File: src/hw/cart_config.svh
// Widths, ROM header offsets and default sizes shared by the cartridge loader RTL
`ifndef CART_CONFIG_SVH
`define CART_CONFIG_SVH

// Host download bus and work-RAM widths
`define CART_ADDR_BITS 25
`define CART_DATA_BITS 16
`define WRAM_ADDR_BITS 17

// Download index reserved for cheat data
`define CODE_INDEX 8'hFF

// Copier header prepended to the ROM image
`define COPIER_HDR 'h200

// Header addresses of the ROM size and RAM size bytes, per layout
`define LOROM_HDR_SIZE 'h7FD6
`define HIROM_HDR_SIZE 'hFFD6
`define EXHIROM_HDR_SIZE 'h40FFD6
`define LOROM_HDR_RAM 'h7FD8
`define HIROM_HDR_RAM 'hFFD8
`define EXHIROM_HDR_RAM 'h40FFD8

// ROM size code when the image carries no size
`define DEFAULT_ROM_SIZE 4'hC

`endif

File: src/hw/cart_pkg.sv
// Types shared by the cartridge loader blocks, referenced by scoped name
`default_nettype none

package cart_pkg;

	// ==============================
	// User selections
	// ==============================

	// ROM header interpretation chosen in the menu
	typedef enum logic [2:0] {
		hdr_auto      = 3'd0,
		hdr_no_header = 3'd1,
		hdr_lorom     = 3'd2,
		hdr_hirom     = 3'd3,
		hdr_exhirom   = 3'd4
	} header_mode_e;

	// Power-on work-RAM pattern
	typedef enum logic [1:0] {
		fill_snes2 = 2'd0,
		fill_snes1 = 2'd1,
		fill_p55   = 2'd2,
		fill_pff   = 2'd3
	} fill_mode_e;

	// ==============================
	// Loader results
	// ==============================

	typedef struct packed {
		logic [7:0]  rom_type;
		logic [23:0] rom_mask;
		logic [23:0] ram_mask;
		logic        pal;
	} rom_info_t;

	// Fields are big endian as delivered by the host
	typedef struct packed {
		logic [31:0] flags;
		logic [31:0] address;
		logic [31:0] compare;
		logic [31:0] replace;
	} cheat_code_t;

endpackage

`default_nettype wire

File: src/hw/download_if.sv
// Routed download stream from the router to the header parser, cheat assembler and RAM clear
`default_nettype none

`include "cart_config.svh"

interface download_if;

	logic                       cart_active;
	logic                       cart_start;
	logic                       code_active;
	logic                       wr;
	logic [`CART_ADDR_BITS-1:0] addr;
	logic [`CART_DATA_BITS-1:0] data;

	// Router owns every signal
	modport router (
		output cart_active,
		output cart_start,
		output code_active,
		output wr,
		output addr,
		output data
	);

	// Consumers accept every write, no back-pressure
	modport sink (
		input cart_active,
		input cart_start,
		input code_active,
		input wr,
		input addr,
		input data
	);

endinterface

`default_nettype wire

File: src/hw/download_router.sv
// Registers the host download stream and splits it into cartridge and cheat traffic
`default_nettype none

`include "cart_config.svh"

module download_router (
	input  wire                       clk_sys,
	input  wire                       RESET,
	input  wire                       ioctl_download,
	input  wire [7:0]                 ioctl_index,
	input  wire                       ioctl_wr,
	input  wire [`CART_ADDR_BITS-1:0] ioctl_addr,
	input  wire [`CART_DATA_BITS-1:0] ioctl_dout,
	download_if.router                dl
);

	logic code_index;
	logic cart_level;
	logic code_level;

	// Index all ones carries cheat codes, anything else is a cartridge
	assign code_index = (ioctl_index == `CODE_INDEX);
	assign cart_level = ioctl_download & ~code_index;
	assign code_level = ioctl_download & code_index;

	// ==============================
	// Control
	// ==============================

	always_ff @(posedge clk_sys) begin
		if (RESET) begin
			dl.cart_active <= 1'b0;
			dl.cart_start  <= 1'b0;
			dl.code_active <= 1'b0;
			dl.wr          <= 1'b0;
		end else begin
			dl.cart_active <= cart_level;
			// Registered level is the previous cartridge level here
			dl.cart_start  <= cart_level & ~dl.cart_active;
			dl.code_active <= code_level;
			dl.wr          <= ioctl_wr & ioctl_download;
		end
	end

	// Payload follows the strobe by the same cycle
	always_ff @(posedge clk_sys) begin
		dl.addr <= ioctl_addr;
		dl.data <= ioctl_dout;
	end

endmodule

`default_nettype wire

File: src/hw/rom_header_parser.sv
// Reads the ROM header during a cartridge download and derives type, masks and region
`default_nettype none

`include "cart_config.svh"

module rom_header_parser (
	input  wire                     clk_sys,
	input  wire                     RESET,
	download_if.sink                dl,
	input  cart_pkg::header_mode_e  header_mode,
	input  wire [1:0]               region_mode,
	output cart_pkg::rom_info_t     info
);

	logic [7:0]                 rom_type_q;
	logic [3:0]                 rom_size;
	logic [3:0]                 ram_size;
	logic                       rom_region;
	logic                       pal_q;
	logic                       hdr_seen;
	logic                       cart_wr;
	logic                       hdr_fixed;
	logic [`CART_ADDR_BITS-1:0] size_addr;
	logic [`CART_ADDR_BITS-1:0] ram_addr;

	assign cart_wr = dl.cart_active & dl.wr;

	// Header byte locations for the forced layouts, shifted by the copier header
	always_comb begin
		hdr_fixed = 1'b1;
		size_addr = `CART_ADDR_BITS'(`LOROM_HDR_SIZE + `COPIER_HDR);
		ram_addr  = `CART_ADDR_BITS'(`LOROM_HDR_RAM + `COPIER_HDR);
		case (header_mode)
			cart_pkg::hdr_hirom: begin
				size_addr = `CART_ADDR_BITS'(`HIROM_HDR_SIZE + `COPIER_HDR);
				ram_addr  = `CART_ADDR_BITS'(`HIROM_HDR_RAM + `COPIER_HDR);
			end
			cart_pkg::hdr_exhirom: begin
				size_addr = `CART_ADDR_BITS'(`EXHIROM_HDR_SIZE + `COPIER_HDR);
				ram_addr  = `CART_ADDR_BITS'(`EXHIROM_HDR_RAM + `COPIER_HDR);
			end
			cart_pkg::hdr_lorom: ;
			default: hdr_fixed = 1'b0;
		endcase
	end

	// ==============================
	// Header capture
	// ==============================

	always_ff @(posedge clk_sys) begin
		if (RESET) begin
			rom_type_q <= 8'd0;
			rom_size   <= 4'd0;
			ram_size   <= 4'd0;
			rom_region <= 1'b0;
			hdr_seen   <= 1'b0;
		end else if (cart_wr) begin
			if (dl.addr == '0) begin
				hdr_seen <= 1'b1;
				rom_size <= `DEFAULT_ROM_SIZE;
				ram_size <= 4'd0;
				// Auto mode: loader packs the sizes into the first word
				if (header_mode == cart_pkg::hdr_auto && dl.data[7:0] != 8'd0) begin
					{ram_size, rom_size} <= dl.data[7:0];
				end
				case (header_mode)
					cart_pkg::hdr_no_header,
					cart_pkg::hdr_lorom:   rom_type_q <= 8'd0;
					cart_pkg::hdr_hirom:   rom_type_q <= 8'd1;
					cart_pkg::hdr_exhirom: rom_type_q <= 8'd2;
					default:               rom_type_q <= dl.data[15:8];
				endcase
			end
			if (dl.addr == `CART_ADDR_BITS'(2)) begin
				rom_region <= dl.data[8];
			end
			if (hdr_fixed && dl.addr == size_addr) begin
				rom_size <= dl.data[11:8];
			end
			if (hdr_fixed && dl.addr == ram_addr) begin
				ram_size <= dl.data[3:0];
			end
		end
	end

	// Region only updates between downloads
	always_ff @(posedge clk_sys) begin
		if (RESET) begin
			pal_q <= 1'b0;
		end else if (!dl.cart_active) begin
			pal_q <= (region_mode == 2'd0) ? rom_region : region_mode[1];
		end
	end

	// Masks are zero until a cartridge has been seen
	always_comb begin
		info.rom_type = rom_type_q;
		info.pal      = pal_q;
		info.rom_mask = 24'd0;
		info.ram_mask = 24'd0;
		if (hdr_seen) begin
			info.rom_mask = (24'd1024 << rom_size) - 24'd1;
			if (ram_size != 4'd0) begin
				info.ram_mask = (24'd1024 << ram_size) - 24'd1;
			end
		end
	end

endmodule

`default_nettype wire

File: src/hw/cheat_code_assembler.sv
// Collects eight cheat download words into one code and pulses when it is complete
`default_nettype none

module cheat_code_assembler (
	input  wire                 clk_sys,
	input  wire                 RESET,
	download_if.sink            dl,
	output cart_pkg::cheat_code_t code,
	output logic                cheat_valid
);

	cart_pkg::cheat_code_t stage;
	logic                  code_wr;

	assign code_wr = dl.code_active & dl.wr;

	// ==============================
	// Word collection
	// ==============================

	// Offsets 0..12 build up in the staging copy
	always_ff @(posedge clk_sys) begin
		if (code_wr) begin
			case (dl.addr[3:0])
				4'd0:  stage.flags[15:0]    <= dl.data;
				4'd2:  stage.flags[31:16]   <= dl.data;
				4'd4:  stage.address[15:0]  <= dl.data;
				4'd6:  stage.address[31:16] <= dl.data;
				4'd8:  stage.compare[15:0]  <= dl.data;
				4'd10: stage.compare[31:16] <= dl.data;
				4'd12: stage.replace[15:0]  <= dl.data;
				default: ;
			endcase
		end
	end

	// Last word commits the whole code at once
	always_ff @(posedge clk_sys) begin
		if (code_wr && dl.addr[3:0] == 4'd14) begin
			code                <= stage;
			code.replace[31:16] <= dl.data;
		end
	end

	always_ff @(posedge clk_sys) begin
		if (RESET) begin
			cheat_valid <= 1'b0;
		end else begin
			cheat_valid <= code_wr && dl.addr[3:0] == 4'd14;
		end
	end

endmodule

`default_nettype wire

File: src/hw/wram_clear_engine.sv
// Sweeps every work-RAM address with the power-on fill pattern after a cartridge download starts
`default_nettype none

`include "cart_config.svh"

module wram_clear_engine (
	input  wire                       clk_sys,
	input  wire                       RESET,
	download_if.sink                  dl,
	input  cart_pkg::fill_mode_e      fill_mode,
	output logic [`WRAM_ADDR_BITS-1:0] fill_addr,
	output logic [7:0]                fill_data,
	output logic                      fill_we,
	output logic                      clearing
);

	// ==============================
	// Address sweep
	// ==============================

	always_ff @(posedge clk_sys) begin
		if (RESET) begin
			clearing  <= 1'b0;
			fill_addr <= '0;
		end else if (dl.cart_start) begin
			// A new download restarts the sweep from zero
			clearing  <= 1'b1;
			fill_addr <= '0;
		end else if (clearing) begin
			fill_addr <= fill_addr + 1'b1;
			if (&fill_addr) begin
				clearing <= 1'b0;
			end
		end else begin
			fill_addr <= '0;
		end
	end

	assign fill_we = clearing;

	// Patterns mimic what different console revisions power up with
	always_comb begin
		case (fill_mode)
			cart_pkg::fill_snes2: begin
				fill_data = (fill_addr[8] ^ fill_addr[2]) ? 8'h66 : 8'h99;
			end
			cart_pkg::fill_snes1: begin
				fill_data = (fill_addr[9] ^ fill_addr[0]) ? 8'hFF : 8'h00;
			end
			cart_pkg::fill_p55: fill_data = 8'h55;
			default:            fill_data = 8'hFF;
		endcase
	end

endmodule

`default_nettype wire

File: src/hw/cart_loader_top.sv
// Cartridge loader top level joining the download router to its three consumers
`default_nettype none

`include "cart_config.svh"

module cart_loader_top (
	input  wire                        clk_sys,
	input  wire                        RESET,
	input  wire                        ioctl_download,
	input  wire [7:0]                  ioctl_index,
	input  wire                        ioctl_wr,
	input  wire [`CART_ADDR_BITS-1:0]  ioctl_addr,
	input  wire [`CART_DATA_BITS-1:0]  ioctl_dout,
	input  cart_pkg::header_mode_e     header_mode,
	input  wire [1:0]                  region_mode,
	input  cart_pkg::fill_mode_e       fill_mode,
	output wire [7:0]                  rom_type,
	output wire [23:0]                 rom_mask,
	output wire [23:0]                 ram_mask,
	output wire                        pal,
	output wire [127:0]                cheat_code,
	output wire                        cheat_valid,
	output wire [`WRAM_ADDR_BITS-1:0]  fill_addr,
	output wire [7:0]                  fill_data,
	output wire                        fill_we,
	output wire                        clearing
);

	cart_pkg::rom_info_t   info;
	cart_pkg::cheat_code_t code;

	download_if dl_bus ();

	download_router u_download_router (
		.clk_sys        (clk_sys),
		.RESET          (RESET),
		.ioctl_download (ioctl_download),
		.ioctl_index    (ioctl_index),
		.ioctl_wr       (ioctl_wr),
		.ioctl_addr     (ioctl_addr),
		.ioctl_dout     (ioctl_dout),
		.dl             (dl_bus.router)
	);

	rom_header_parser u_rom_header_parser (
		.clk_sys     (clk_sys),
		.RESET       (RESET),
		.dl          (dl_bus.sink),
		.header_mode (header_mode),
		.region_mode (region_mode),
		.info        (info)
	);

	cheat_code_assembler u_cheat_code_assembler (
		.clk_sys     (clk_sys),
		.RESET       (RESET),
		.dl          (dl_bus.sink),
		.code        (code),
		.cheat_valid (cheat_valid)
	);

	wram_clear_engine u_wram_clear_engine (
		.clk_sys   (clk_sys),
		.RESET     (RESET),
		.dl        (dl_bus.sink),
		.fill_mode (fill_mode),
		.fill_addr (fill_addr),
		.fill_data (fill_data),
		.fill_we   (fill_we),
		.clearing  (clearing)
	);

	// Flatten the results onto plain ports
	assign rom_type   = info.rom_type;
	assign rom_mask   = info.rom_mask;
	assign ram_mask   = info.ram_mask;
	assign pal        = info.pal;
	assign cheat_code = code;

endmodule

`default_nettype wire

File: config.mk
export PLATFORM = sky130hd
export DESIGN_NAME = cart_loader_top
export DESIGN_NICKNAME = d
export VERILOG_FILES = /design/src/hw/cart_pkg.sv /design/src/hw/download_if.sv /design/src/hw/download_router.sv /design/src/hw/rom_header_parser.sv /design/src/hw/cheat_code_assembler.sv /design/src/hw/wram_clear_engine.sv /design/src/hw/cart_loader_top.sv
export VERILOG_INCLUDE_DIRS = /design/src /design/src/hw
export SDC_FILE = /design/constraint.sdc
export NUM_CORES = 1
export LEC_CHECK = 0
export BUFFER_PORTS_ARGS = -buffer_cell sky130_fd_sc_hd__buf_2
export CAP_MARGIN = 15
export CORE_ASPECT_RATIO = 1.4
export CORE_UTILIZATION = 25
export DETAILED_ROUTE_END_ITERATION = 12
export SETUP_SLACK_MARGIN = 0.3
export SLEW_MARGIN = 20
export SYNTH_ARGS = -nofsm -noshare
export SYNTH_HDL_FRONTEND = slang
export SYNTH_SLANG_ARGS = --single-unit
File: constraint.sdc
create_clock -name clk_sys -period 6.6 [get_ports clk_sys]
set_input_delay 1.32 -clock clk_sys [delete_from_list [all_inputs] [get_ports clk_sys]]
set_output_delay 1.32 -clock clk_sys [all_outputs]
set_load 0.02 [all_outputs]
==> Yosys cells after proc, flatten, opt, wreduce, memory -nomap -nowiden <==
Index checks and enable logic that the tools add are counted.
{ "word_totals": {"register_bits": 323} }
{ "op_classes": {"addsub": 3, "eq_ne": 17, "shifts": 2, "mux": 19, "bitwise_logic": 11, "reduce_logical": 28} }
{ "op_table": {"columns": ["operator", "count"], "rows": [
  ["one-hot mux 23 bit (2 select lines)", 2],
  ["== test 25 x 23 -> 1 bit", 2],
  ["two-way mux 48 bit", 1],
  ["one-hot mux 8 bit (3 select lines)", 2],
  ["<< shifter 11 x 4 -> 24 bit (first input constant)", 2],
  ["subtractor 24 x 1 -> 24 bit (second input constant)", 2],
  ["== test 25 x 2 -> 1 bit (second input constant)", 1],
  ["logical NOT 25 bit", 1],
  ["two-way mux 24 bit", 1],
  ["two-way mux 4 bit", 6],
  ["AND reduction 2 bit", 11],
  ["adder 17 x 1 -> 17 bit (second input constant)", 1],
  ["AND reduction 17 bit", 1],
  ["== test 4 bit (second input constant)", 4],
  ["two-way mux 8 bit", 2],
  ["== test 4 x 3 -> 1 bit (second input constant)", 2],
  ["== test 8 bit (second input constant)", 1],
  ["nonzero test 8 bit", 1],
  ["bitwise AND 1 bit", 6],
  ["== test 3 x 2 -> 1 bit (second input constant)", 2],
  ["OR reduction 3 bit", 2],
  ["two-way mux 1 bit", 5],
  ["== test 4 x 2 -> 1 bit (second input constant)", 1],
  ["logical AND 1 bit", 4],
  ["12 further kinds", 17]
]} }

==> Longest topological paths before layout <==
Gate-level depths: netlist of run 1.
{ "logic_depth": {"depth_word": 6, "mapped_depth": 9, "mapped_depth_nobuf": 9} }

==> By module <==
Synthesis of run 1 repeated with hierarchy kept, for this count alone.
{ "unflattened": {"hier_cells": 665, "hier_area_um2": 11053.1} }
{ "by_module_without_submodules": {"columns": ["module", "instances", "cells_per_inst", "area_per_inst_um2"], "rows": [
  ["cheat_code_assembler", 1, 255, 7337.0],
  ["rom_header_parser", 1, 248, 1803.0],
  ["download_router", 1, 53, 960.9],
  ["wram_clear_engine", 1, 109, 952.2]
]} }

==> Least setup slack after synthesis of run 1 <==
No wires, ideal clock.
{ "synth_path": {"path_kind": "register to register", "from": "register u_download_router.dl.addr[0]", "to": "register, netlist name u_cheat_code_assembler.code[0]", "arrival_time_ns": 5.976, "t_required_ns": 5.984, "setup_slack_ns": 0.008, "stages_incl_launch_ff": 3, "period_less_slack_ns": 6.592, "cell_sequence": "dfxtp_1 nand4b_1 nor2_1"} }
{ "synth_between": {"elab_chain_len": 2} }
{ "synth_rtl": {"columns": ["item", "line_no", "rtl"], "rows": [
  ["start: declaration", "download_if.sv:21", "output addr,"],
  ["start signal: assignment", "download_router.sv:47", "dl.addr <= ioctl_addr;"],
  ["== test 4 bit", "cheat_code_assembler.sv:39", "if (code_wr && dl.addr[3:0] == 4'd14) begin"],
  ["logical AND 1 bit", "cheat_code_assembler.sv:39", null]
]} }
No other way between the ends.
A chain may end at the register's enable or synchronous reset.

==> Final worst setup path of run 1 <==
{ "layout_path": {"from": "register u_rom_header_parser.ram_size[2]", "to": "output port ram_mask[20]"} }
{ "layout_between": {"elab_chain_len": 4} }
{ "layout_rtl": {"columns": ["item", "line_no", "rtl"], "rows": [
  ["start: declaration", "rom_header_parser.sv:17", "logic [3:0] ram_size;"],
  ["start signal: assignment", "rom_header_parser.sv:65", "{ram_size, rom_size} <= dl.data[7:0];"],
  ["start signal: assignment", "rom_header_parser.sv:82", "ram_size <= dl.data[3:0];"],
  ["<< shifter 11 x 4 -> 24 bit", "rom_header_parser.sv:105", "info.ram_mask = (24'd1024 << ram_size) - 24'd1;"],
  ["subtractor 24 x 1 -> 24 bit", "rom_header_parser.sv:105", null],
  ["two-way mux 24 bit (*)", "rom_header_parser.sv:104", "if (ram_size != 4'd0) begin"],
  ["two-way mux 48 bit (*)", "rom_header_parser.sv:102", "if (hdr_seen) begin"],
  ["end: declaration", "cart_loader_top.sv:19", "output wire [23:0] ram_mask,"]
]} }
Every way passes the cells marked *; elsewhere a longest branch is shown, timed or not.

==> metrics.txt, run 1 <==
RSZ-0062 raised after global routing false; Setup Viol. Count Final 0; TritonCTS clock tree built; Worst Hold Class reg -> reg; Layout Skew about 0.018 ns; Cell Area, Synth 0.0108 mm2; Post-synth ARST share 0%; cell accounting for the most synthesized area edfxtp_1; die width 178 um; starting density of the core 25.6%; Final Cycle Share 57.0%; grt ovf 0; Clock transition at path regs 0.06 ns; critical path required time between 5 and 6 ns; share of layout cells above drive strength 1 37.3%; number of synthesized flops with an enable pin 240; Ys Warns 0; setup ws final 2.84 ns; drt drc 0; total track usage 11.4%; startpoint class of the critical path flip-flop; Bufs on Longest Clock Path 3; PwrDens 297 mW/mm2; Final Hold Viols 0; net switching power about 0.00086 W; Avg Cell Area, Syn 16.8 um2; commonest non-fill, non-tap cell in the layout buf_2; IO Port Bufs 272; Combinational Power Share 1.5%; Root Driver clkbuf_16; Relative slew margins 37.4%; post_cts resized 0; highest-delay cell along the critical path dfxtp_1; Sw Ratio 20.9%; Detailed Place HPWL approximately 18000 um; number of post-CTS setup repair buffers 0; std cell rows between 80 and 90; chip height 248 um; CP Class reg -> out; Arrival @ worst endpoint roughly 2.4 ns; Place WS around 3.3 ns; crit-path max FO 12; P_int 0.00326 W; CTS Sinks 323; synthesized netlist net count 710; final setup TNS 0 ns; min cycle time layout ~3.8 ns; clock share of power 45.0%; initial antenna violation count 5; Fmax achieved 266 MHz; H-tree depth 2; Synth-to-Final Area Change 27.9%; hold slack 0.408 ns; core area about 0.042 mm2; DRT antenna net count 0; Clock Latency Late Sink 0.52 ns; cells after synthesis between 600 and 700; Fill cells 4155; wire per inst 17.1 um; 1st-pass router iterations 4; 1st-iter DRT viols 344; ys flop type edfxtp_1; Max stage delay on crit path 0.42 ns; IR Drop Worst-Case VDD ~160 uV; pin count of the biggest net entering global routing 66; Flop pwr share between 50% and 60%; Top cell by count, worst path nor2b_1; Tightest Pin Transition ~0.93 ns; Setup crit end kind primary output; post-synth top area share 66.5%; commonest non-fill, non-tap cells in the layout buf_2, edfxtp_1, dfxtp_1; first-pass GRT wire length 37200 um; flops & latches, synth 323; I/O pin count 273; status completed; Final Max Tran Viols 0; CTS Buf Count 34; sequential-to-total area share from yosys stat approximately four fifths; post-layout util 32.7%; Max Cap Viol 0; Nets 990; DR vias ~6300; Pleak 5.19 nW; critical path cell sequence nor2_1 -> nand3_1 -> ha_1 -> nor2b_1 -> nor4b_1 -> a21oi_1 -> nor2b_1 -> buf_2; Total Die Area 0.0442 mm2; main area contributors after synthesis edfxtp_1, dfxtp_1, nor2_1; vias in the first global route 6025; routed wire length 25600 um; hold_buf cts 0; Power, Total 0.00412 W; GPL Wtd Cong about 0.80; Cell variety after synth 57; via density per instance 4.17
[final cells by class]
| type | count | area (um2) | share of cell area (%) |
|---|---|---|---|
| antenna | 2 | 5.00 | 0.0361 |
| clock buffer | 41 | 877 | 6.33 |
| clock inverter | 21 | 219 | 1.58 |
| inverter | 13 | 48.8 | 0.352 |
| multi-input combinational | 269 | 1700 | 12.3 |
| sequential | 323 | 8870 | 64.0 |
| tap | 546 | 683 | 4.93 |
| timing repair buffer | 285 | 1460 | 10.5 |
[sequential cells by signal, indices dropped and copies added (netlist names)]
| register | flops |
|---|---|
| u_download_router.dl.data | 16 |
| u_download_router.dl.cart_active | 1 |
| u_rom_header_parser.rom_size | 4 |
| u_rom_header_parser.pal_q | 1 |
| u_download_router.dl.code_active | 1 |
| u_download_router.dl.addr | 25 |
| u_download_router.dl.cart_start | 1 |
| u_rom_header_parser.rom_type_q | 8 |
| u_cheat_code_assembler.stage | 112 |
| u_wram_clear_engine.clearing | 1 |
| u_cheat_code_assembler.code | 128 |
| u_rom_header_parser.ram_size | 4 |
| u_wram_clear_engine.fill_addr | 17 |
| u_rom_header_parser.hdr_seen | 1 |
| u_rom_header_parser.rom_region | 1 |
| u_cheat_code_assembler.cheat_valid | 1 |
| u_download_router.dl.wr | 1 |
[synthesized netlist by cell type (2+ instances only)]
cell type  instances
a211oi_1           2
a21boi_0           2
a21oi_1           21
a221oi_1           5
a22o_1             2
a22oi_1            2
and2_1             8
and3_1             6
and3b_1            2
and4_1             4
and4b_1            2
buf_2              2
buf_4             25
clkbuf_1          14
dfxtp_1           83
edfxtp_1         240
ha_1               4
inv_1             13
mux2i_1            2
nand2_1           22
nand2b_1           4
nand3_1           20
nand4_1            3
nor2_1            51
nor2b_1           13
nor3_1            19
nor3b_1            4
nor4_1             4
nor4b_1            2
o21a_1             7
o21ai_0           13
o21ai_1            2
o41a_1             2
or3_1              4
or4_1              2
xnor2_1            7
xor2_1             8
[logic make-up (layout without fill, tap and decap cells)]
group | Yosys count | count (layout) | synth area share, %
buf+inv | 54 | 360 | 2.76
simple gates | 179 | 179 | 8.91
xor+xnor | 15 | 15 | 1.21
fa+ha+maj | 4 | 4 | 0.462
mux | 3 | 3 | 0.289
flops | 323 | 323 | 81.8
other cells | 0 | 2 | 0
compound gates | 68 | 68 | 4.57
[through the flow]
step           area, um2  cells
3_3_place_gp       12800   1436
3_5_place_dp       12800   1436
5_1_grt            13900   1498
2_1_floorplan      10800    646
4_1_cts            13900   1498
6_report           13900   1500
[metal layers]
layer / wire [um] / global-route usage [%]
met5: 29 / 0
met4: 866 / 4.88
met3: 1630 / 2.60
met2: 12900 / 20.2
met1: 10100 / 13.0
[worst max-delay path: cells and delay by family, from the launching register on]
family	cells	cell delay, ns
compound gates	1	0.09
fa+ha+maj	1	0.27
buf+inv	1	0.17
flops	1	0.42
simple gates	5	0.96
[final timing paths]
| check | from | to | slack [ns] | depth (start not counted) |
|---|---|---|---|---|
| setup / recovery | u_rom_header_parser.ram_size[2]$_SDFFE_PP0P_ | ram_mask[20] | 2.84 | 8 |
| hold / removal | u_cheat_code_assembler.stage[33]$_DFFE_PP_ | u_cheat_code_assembler.code[33]$_DFFE_PP_ | 0.41 | 0 |
| setup reg to reg | u_download_router.dl.addr[1]$_DFF_P_ | u_cheat_code_assembler.code[110]$_DFFE_PP_ | 3.77 | 4 |
| hold reg to reg | u_cheat_code_assembler.stage[33]$_DFFE_PP_ | u_cheat_code_assembler.code[33]$_DFFE_PP_ | 0.41 | 0 |
[power by group through the flow]
stage          logic (W)  clock network (W)  registers [W]
6_report       0.0000620            0.00186        0.00220
2_1_floorplan  0.0000296                  0        0.00224
5_1_grt        0.0000680            0.00200        0.00221
3_3_place_gp   0.0000615                  0        0.00225
4_1_cts        0.0000629            0.00192        0.00220
3_5_place_dp   0.0000627                  0        0.00225
No activity file was read; power rests on OpenSTA's default activity.
==> run 2: changes to the inputs <==
==> constraint.sdc (replaced) <==
create_clock -name clk_sys -period 3.87 [get_ports clk_sys]
set_input_delay 0.774 -clock clk_sys [delete_from_list [all_inputs] [get_ports clk_sys]]
set_output_delay 0.774 -clock clk_sys [all_outputs]
set_load 0.02 [all_outputs]
==> metrics.txt, run 2 (synthesis results as in run 1) <==
final setup TNS 0 ns (unchanged); Arrival @ worst endpoint 2.46 ns (was 2.44 ns); Top cell by count, worst path nor2b_1 (unchanged); Nets 989 (was 990); Clock Latency Late Sink 0.52 ns (about the same); max reg flops 128 (unchanged); std cell rows 89 (unchanged); Max Cap Viol 0 (unchanged); clock share of power 47.2% (was 45.0%); Fmax achieved 309 MHz; Layout Skew 0.0187 ns (was 0.0179 ns); Root Driver clkbuf_16 (unchanged); DR vias 6210 (was 6261); Flop pwr share 51.5% (was 53.5%); H-tree depth 2 (unchanged); crit-path max FO 12 (unchanged); Sw Ratio 19.8% (was 20.9%); drt drc 0 (unchanged); initial antenna violation count 6 (was 5); Final Max Tran Viols 0 (unchanged); Fill cells 4124 (was 4155); commonest non-fill, non-tap cells in the layout buf_2, edfxtp_1, dfxtp_1 (unchanged); net switching power 0.00144 W (was 0.000862 W); Synth-to-Final Area Change 29.1% (was 27.9%); Worst R2R Start u_download_router.dl.addr[1]$_DFF_P_ (unchanged); Setup Viol. Count Final 0 (unchanged); highest-delay cell along the critical path dfxtp_1 (unchanged); TritonCTS clock tree built (unchanged); Clock transition at path regs 0.06 ns (about the same); IO Port Bufs 272 (unchanged); wire per inst 17.2 um (was 17.1 um); min cycle time layout 3.23 ns; PwrDens 522 mW/mm2 (was 297 mW/mm2); IR Drop Worst-Case VDD 265 uV (was 155 uV); Pleak 5.24 nW (was 5.19 nW); starting density of the core 25.6% (unchanged); vias in the first global route 6126 (was 6025); 1st-iter DRT viols 281 (was 344); critical path required time 3.10 ns (was 5.28 ns); core area 0.0424 mm2 (unchanged); post_cts resized 0 (unchanged); register area 0.00887 mm2 (unchanged); share of layout cells above drive strength 1 37.6% (was 37.3%); Tightest Pin Transition 0.848 ns (was 0.933 ns); I/O pin count 273 (unchanged); CTS Sinks 323 (unchanged); P_int 0.00586 W (was 0.00326 W); Combinational Power Share 1.3% (was 1.5%); hold slack 0.350 ns (was 0.408 ns); status completed (unchanged); Hold Startpoint ioctl_dout[14] (was u_cheat_code_assembler.stage[33]$_DFFE_PP_); Worst Hold Class in -> reg (was reg -> reg); Worst Path Buf+Inv 1 (unchanged); Bufs on Longest Clock Path 3 (unchanged); routed wire length 25700 um (was 25600 um); commonest non-fill, non-tap cell in the layout buf_2 (unchanged); hold_buf cts 0 (unchanged); first-pass GRT wire length 37500 um (was 37200 um); chip height 248 um (unchanged); Max stage delay on crit path 0.43 ns (was 0.42 ns); family with the most delay on the worst path simple AND/OR/NAND/NOR gates (unchanged); Setup crit end kind primary output (unchanged); CTS Buf Count 34 (unchanged); grt ovf 0 (unchanged); DRT antenna net count 0 (unchanged); pin count of the biggest net entering global routing 47 (was 66); critical path cell sequence nor2_1 -> nand3_1 -> ha_1 -> nor2b_1 -> nor4b_1 -> a21oi_1 -> nor2b_1 -> buf_2 (unchanged); die width 178 um (unchanged); Most flops, register u_cheat_code_assembler.code (unchanged); CP Class reg -> out (unchanged); Critical Path Start u_rom_header_parser.ram_size[2]$_SDFFE_PP0P_ (unchanged); startpoint class of the critical path flip-flop (unchanged); Total Die Area 0.0442 mm2 (unchanged); GPL Wtd Cong 0.752 (was 0.799); Detailed Place HPWL 17500 um (about the same); total track usage 11.5% (was 11.4%); Multi-input gate area 0.00171 mm2 (was 0.00170 mm2); Final Hold Viols 0 (unchanged); Relative slew margins 43.1% (was 37.4%); 1st-pass router iterations 4 (unchanged); number of post-CTS setup repair buffers 0 (unchanged); Final Cycle Share 83.6%; RSZ-0062 raised after global routing false (unchanged); via density per instance 4.14 (was 4.17)
[run 2: metal layers]
metal | global-route usage, % | wire, um | vias up
met5 | 0 | 24 | -
met4 | 4.93 | 835 | 6
met3 | 2.92 | 1740 | 54
met2 | 20.9 | 13300 | 241
met1 | 12.5 | 9830 | 2961
li1 | - | - | 2948
[run 2: final timing paths]
kind | end | slack (ns) | cells after the start
setup / recovery | ram_mask[20] | 0.64 | 8
hold / removal | u_download_router.dl.data[14]$_DFF_P_ | 0.35 | 1
setup reg to reg | u_cheat_code_assembler.code[52]$_DFFE_PP_ | 1.51 | 3
hold reg to reg | u_cheat_code_assembler.code[8]$_DFFE_PP_ | 0.41 | 0
[run 2: final cells by class]
class                           instances  share of cell area [%]
Timing Repair Buffer                  284                    10.5
Sequential cell                       323                    63.3
Multi-Input combinational cell        269                    12.2
Tap cell                              546                    4.88
Clock buffer                           46                    6.84
Clock inverter                         16                    1.80
Inverter                               13                   0.349
Antenna cell                            2                  0.0357
[run 2: power groups by stage]
stage                     combinational, W  clock (W)  sequential [W]
final                            0.0000971    0.00344         0.00376
after global routing              0.000107    0.00368         0.00377
after CTS                        0.0000985    0.00356         0.00377
after detailed placement         0.0000980          0         0.00384
after global placement           0.0000956          0         0.00384
after floorplan                  0.0000507          0         0.00382
[run 2: worst reg2reg max path: cells and delay by family (launching register included)]
kind,cells,cell delay [ns]
and+or+nand+nor,2,1.08
DFF,1,0.43
buffers and inverters,1,0.50
[run 2: per-stage QoR]
stage,util (%),setup slack [ns],cell area [um2],total power (W),instances
3_3_place_gp,30.1,1.26,12800,0.00394,1435
6_report,33.0,0.635,14000,0.00731,1499
2_1_floorplan,-,0.827,10800,0.00387,646
5_1_grt,33.0,0.412,14000,0.00755,1497
4_1_cts,33.0,0.573,14000,0.00742,1497
3_5_place_dp,30.1,1.15,12800,0.00394,1435
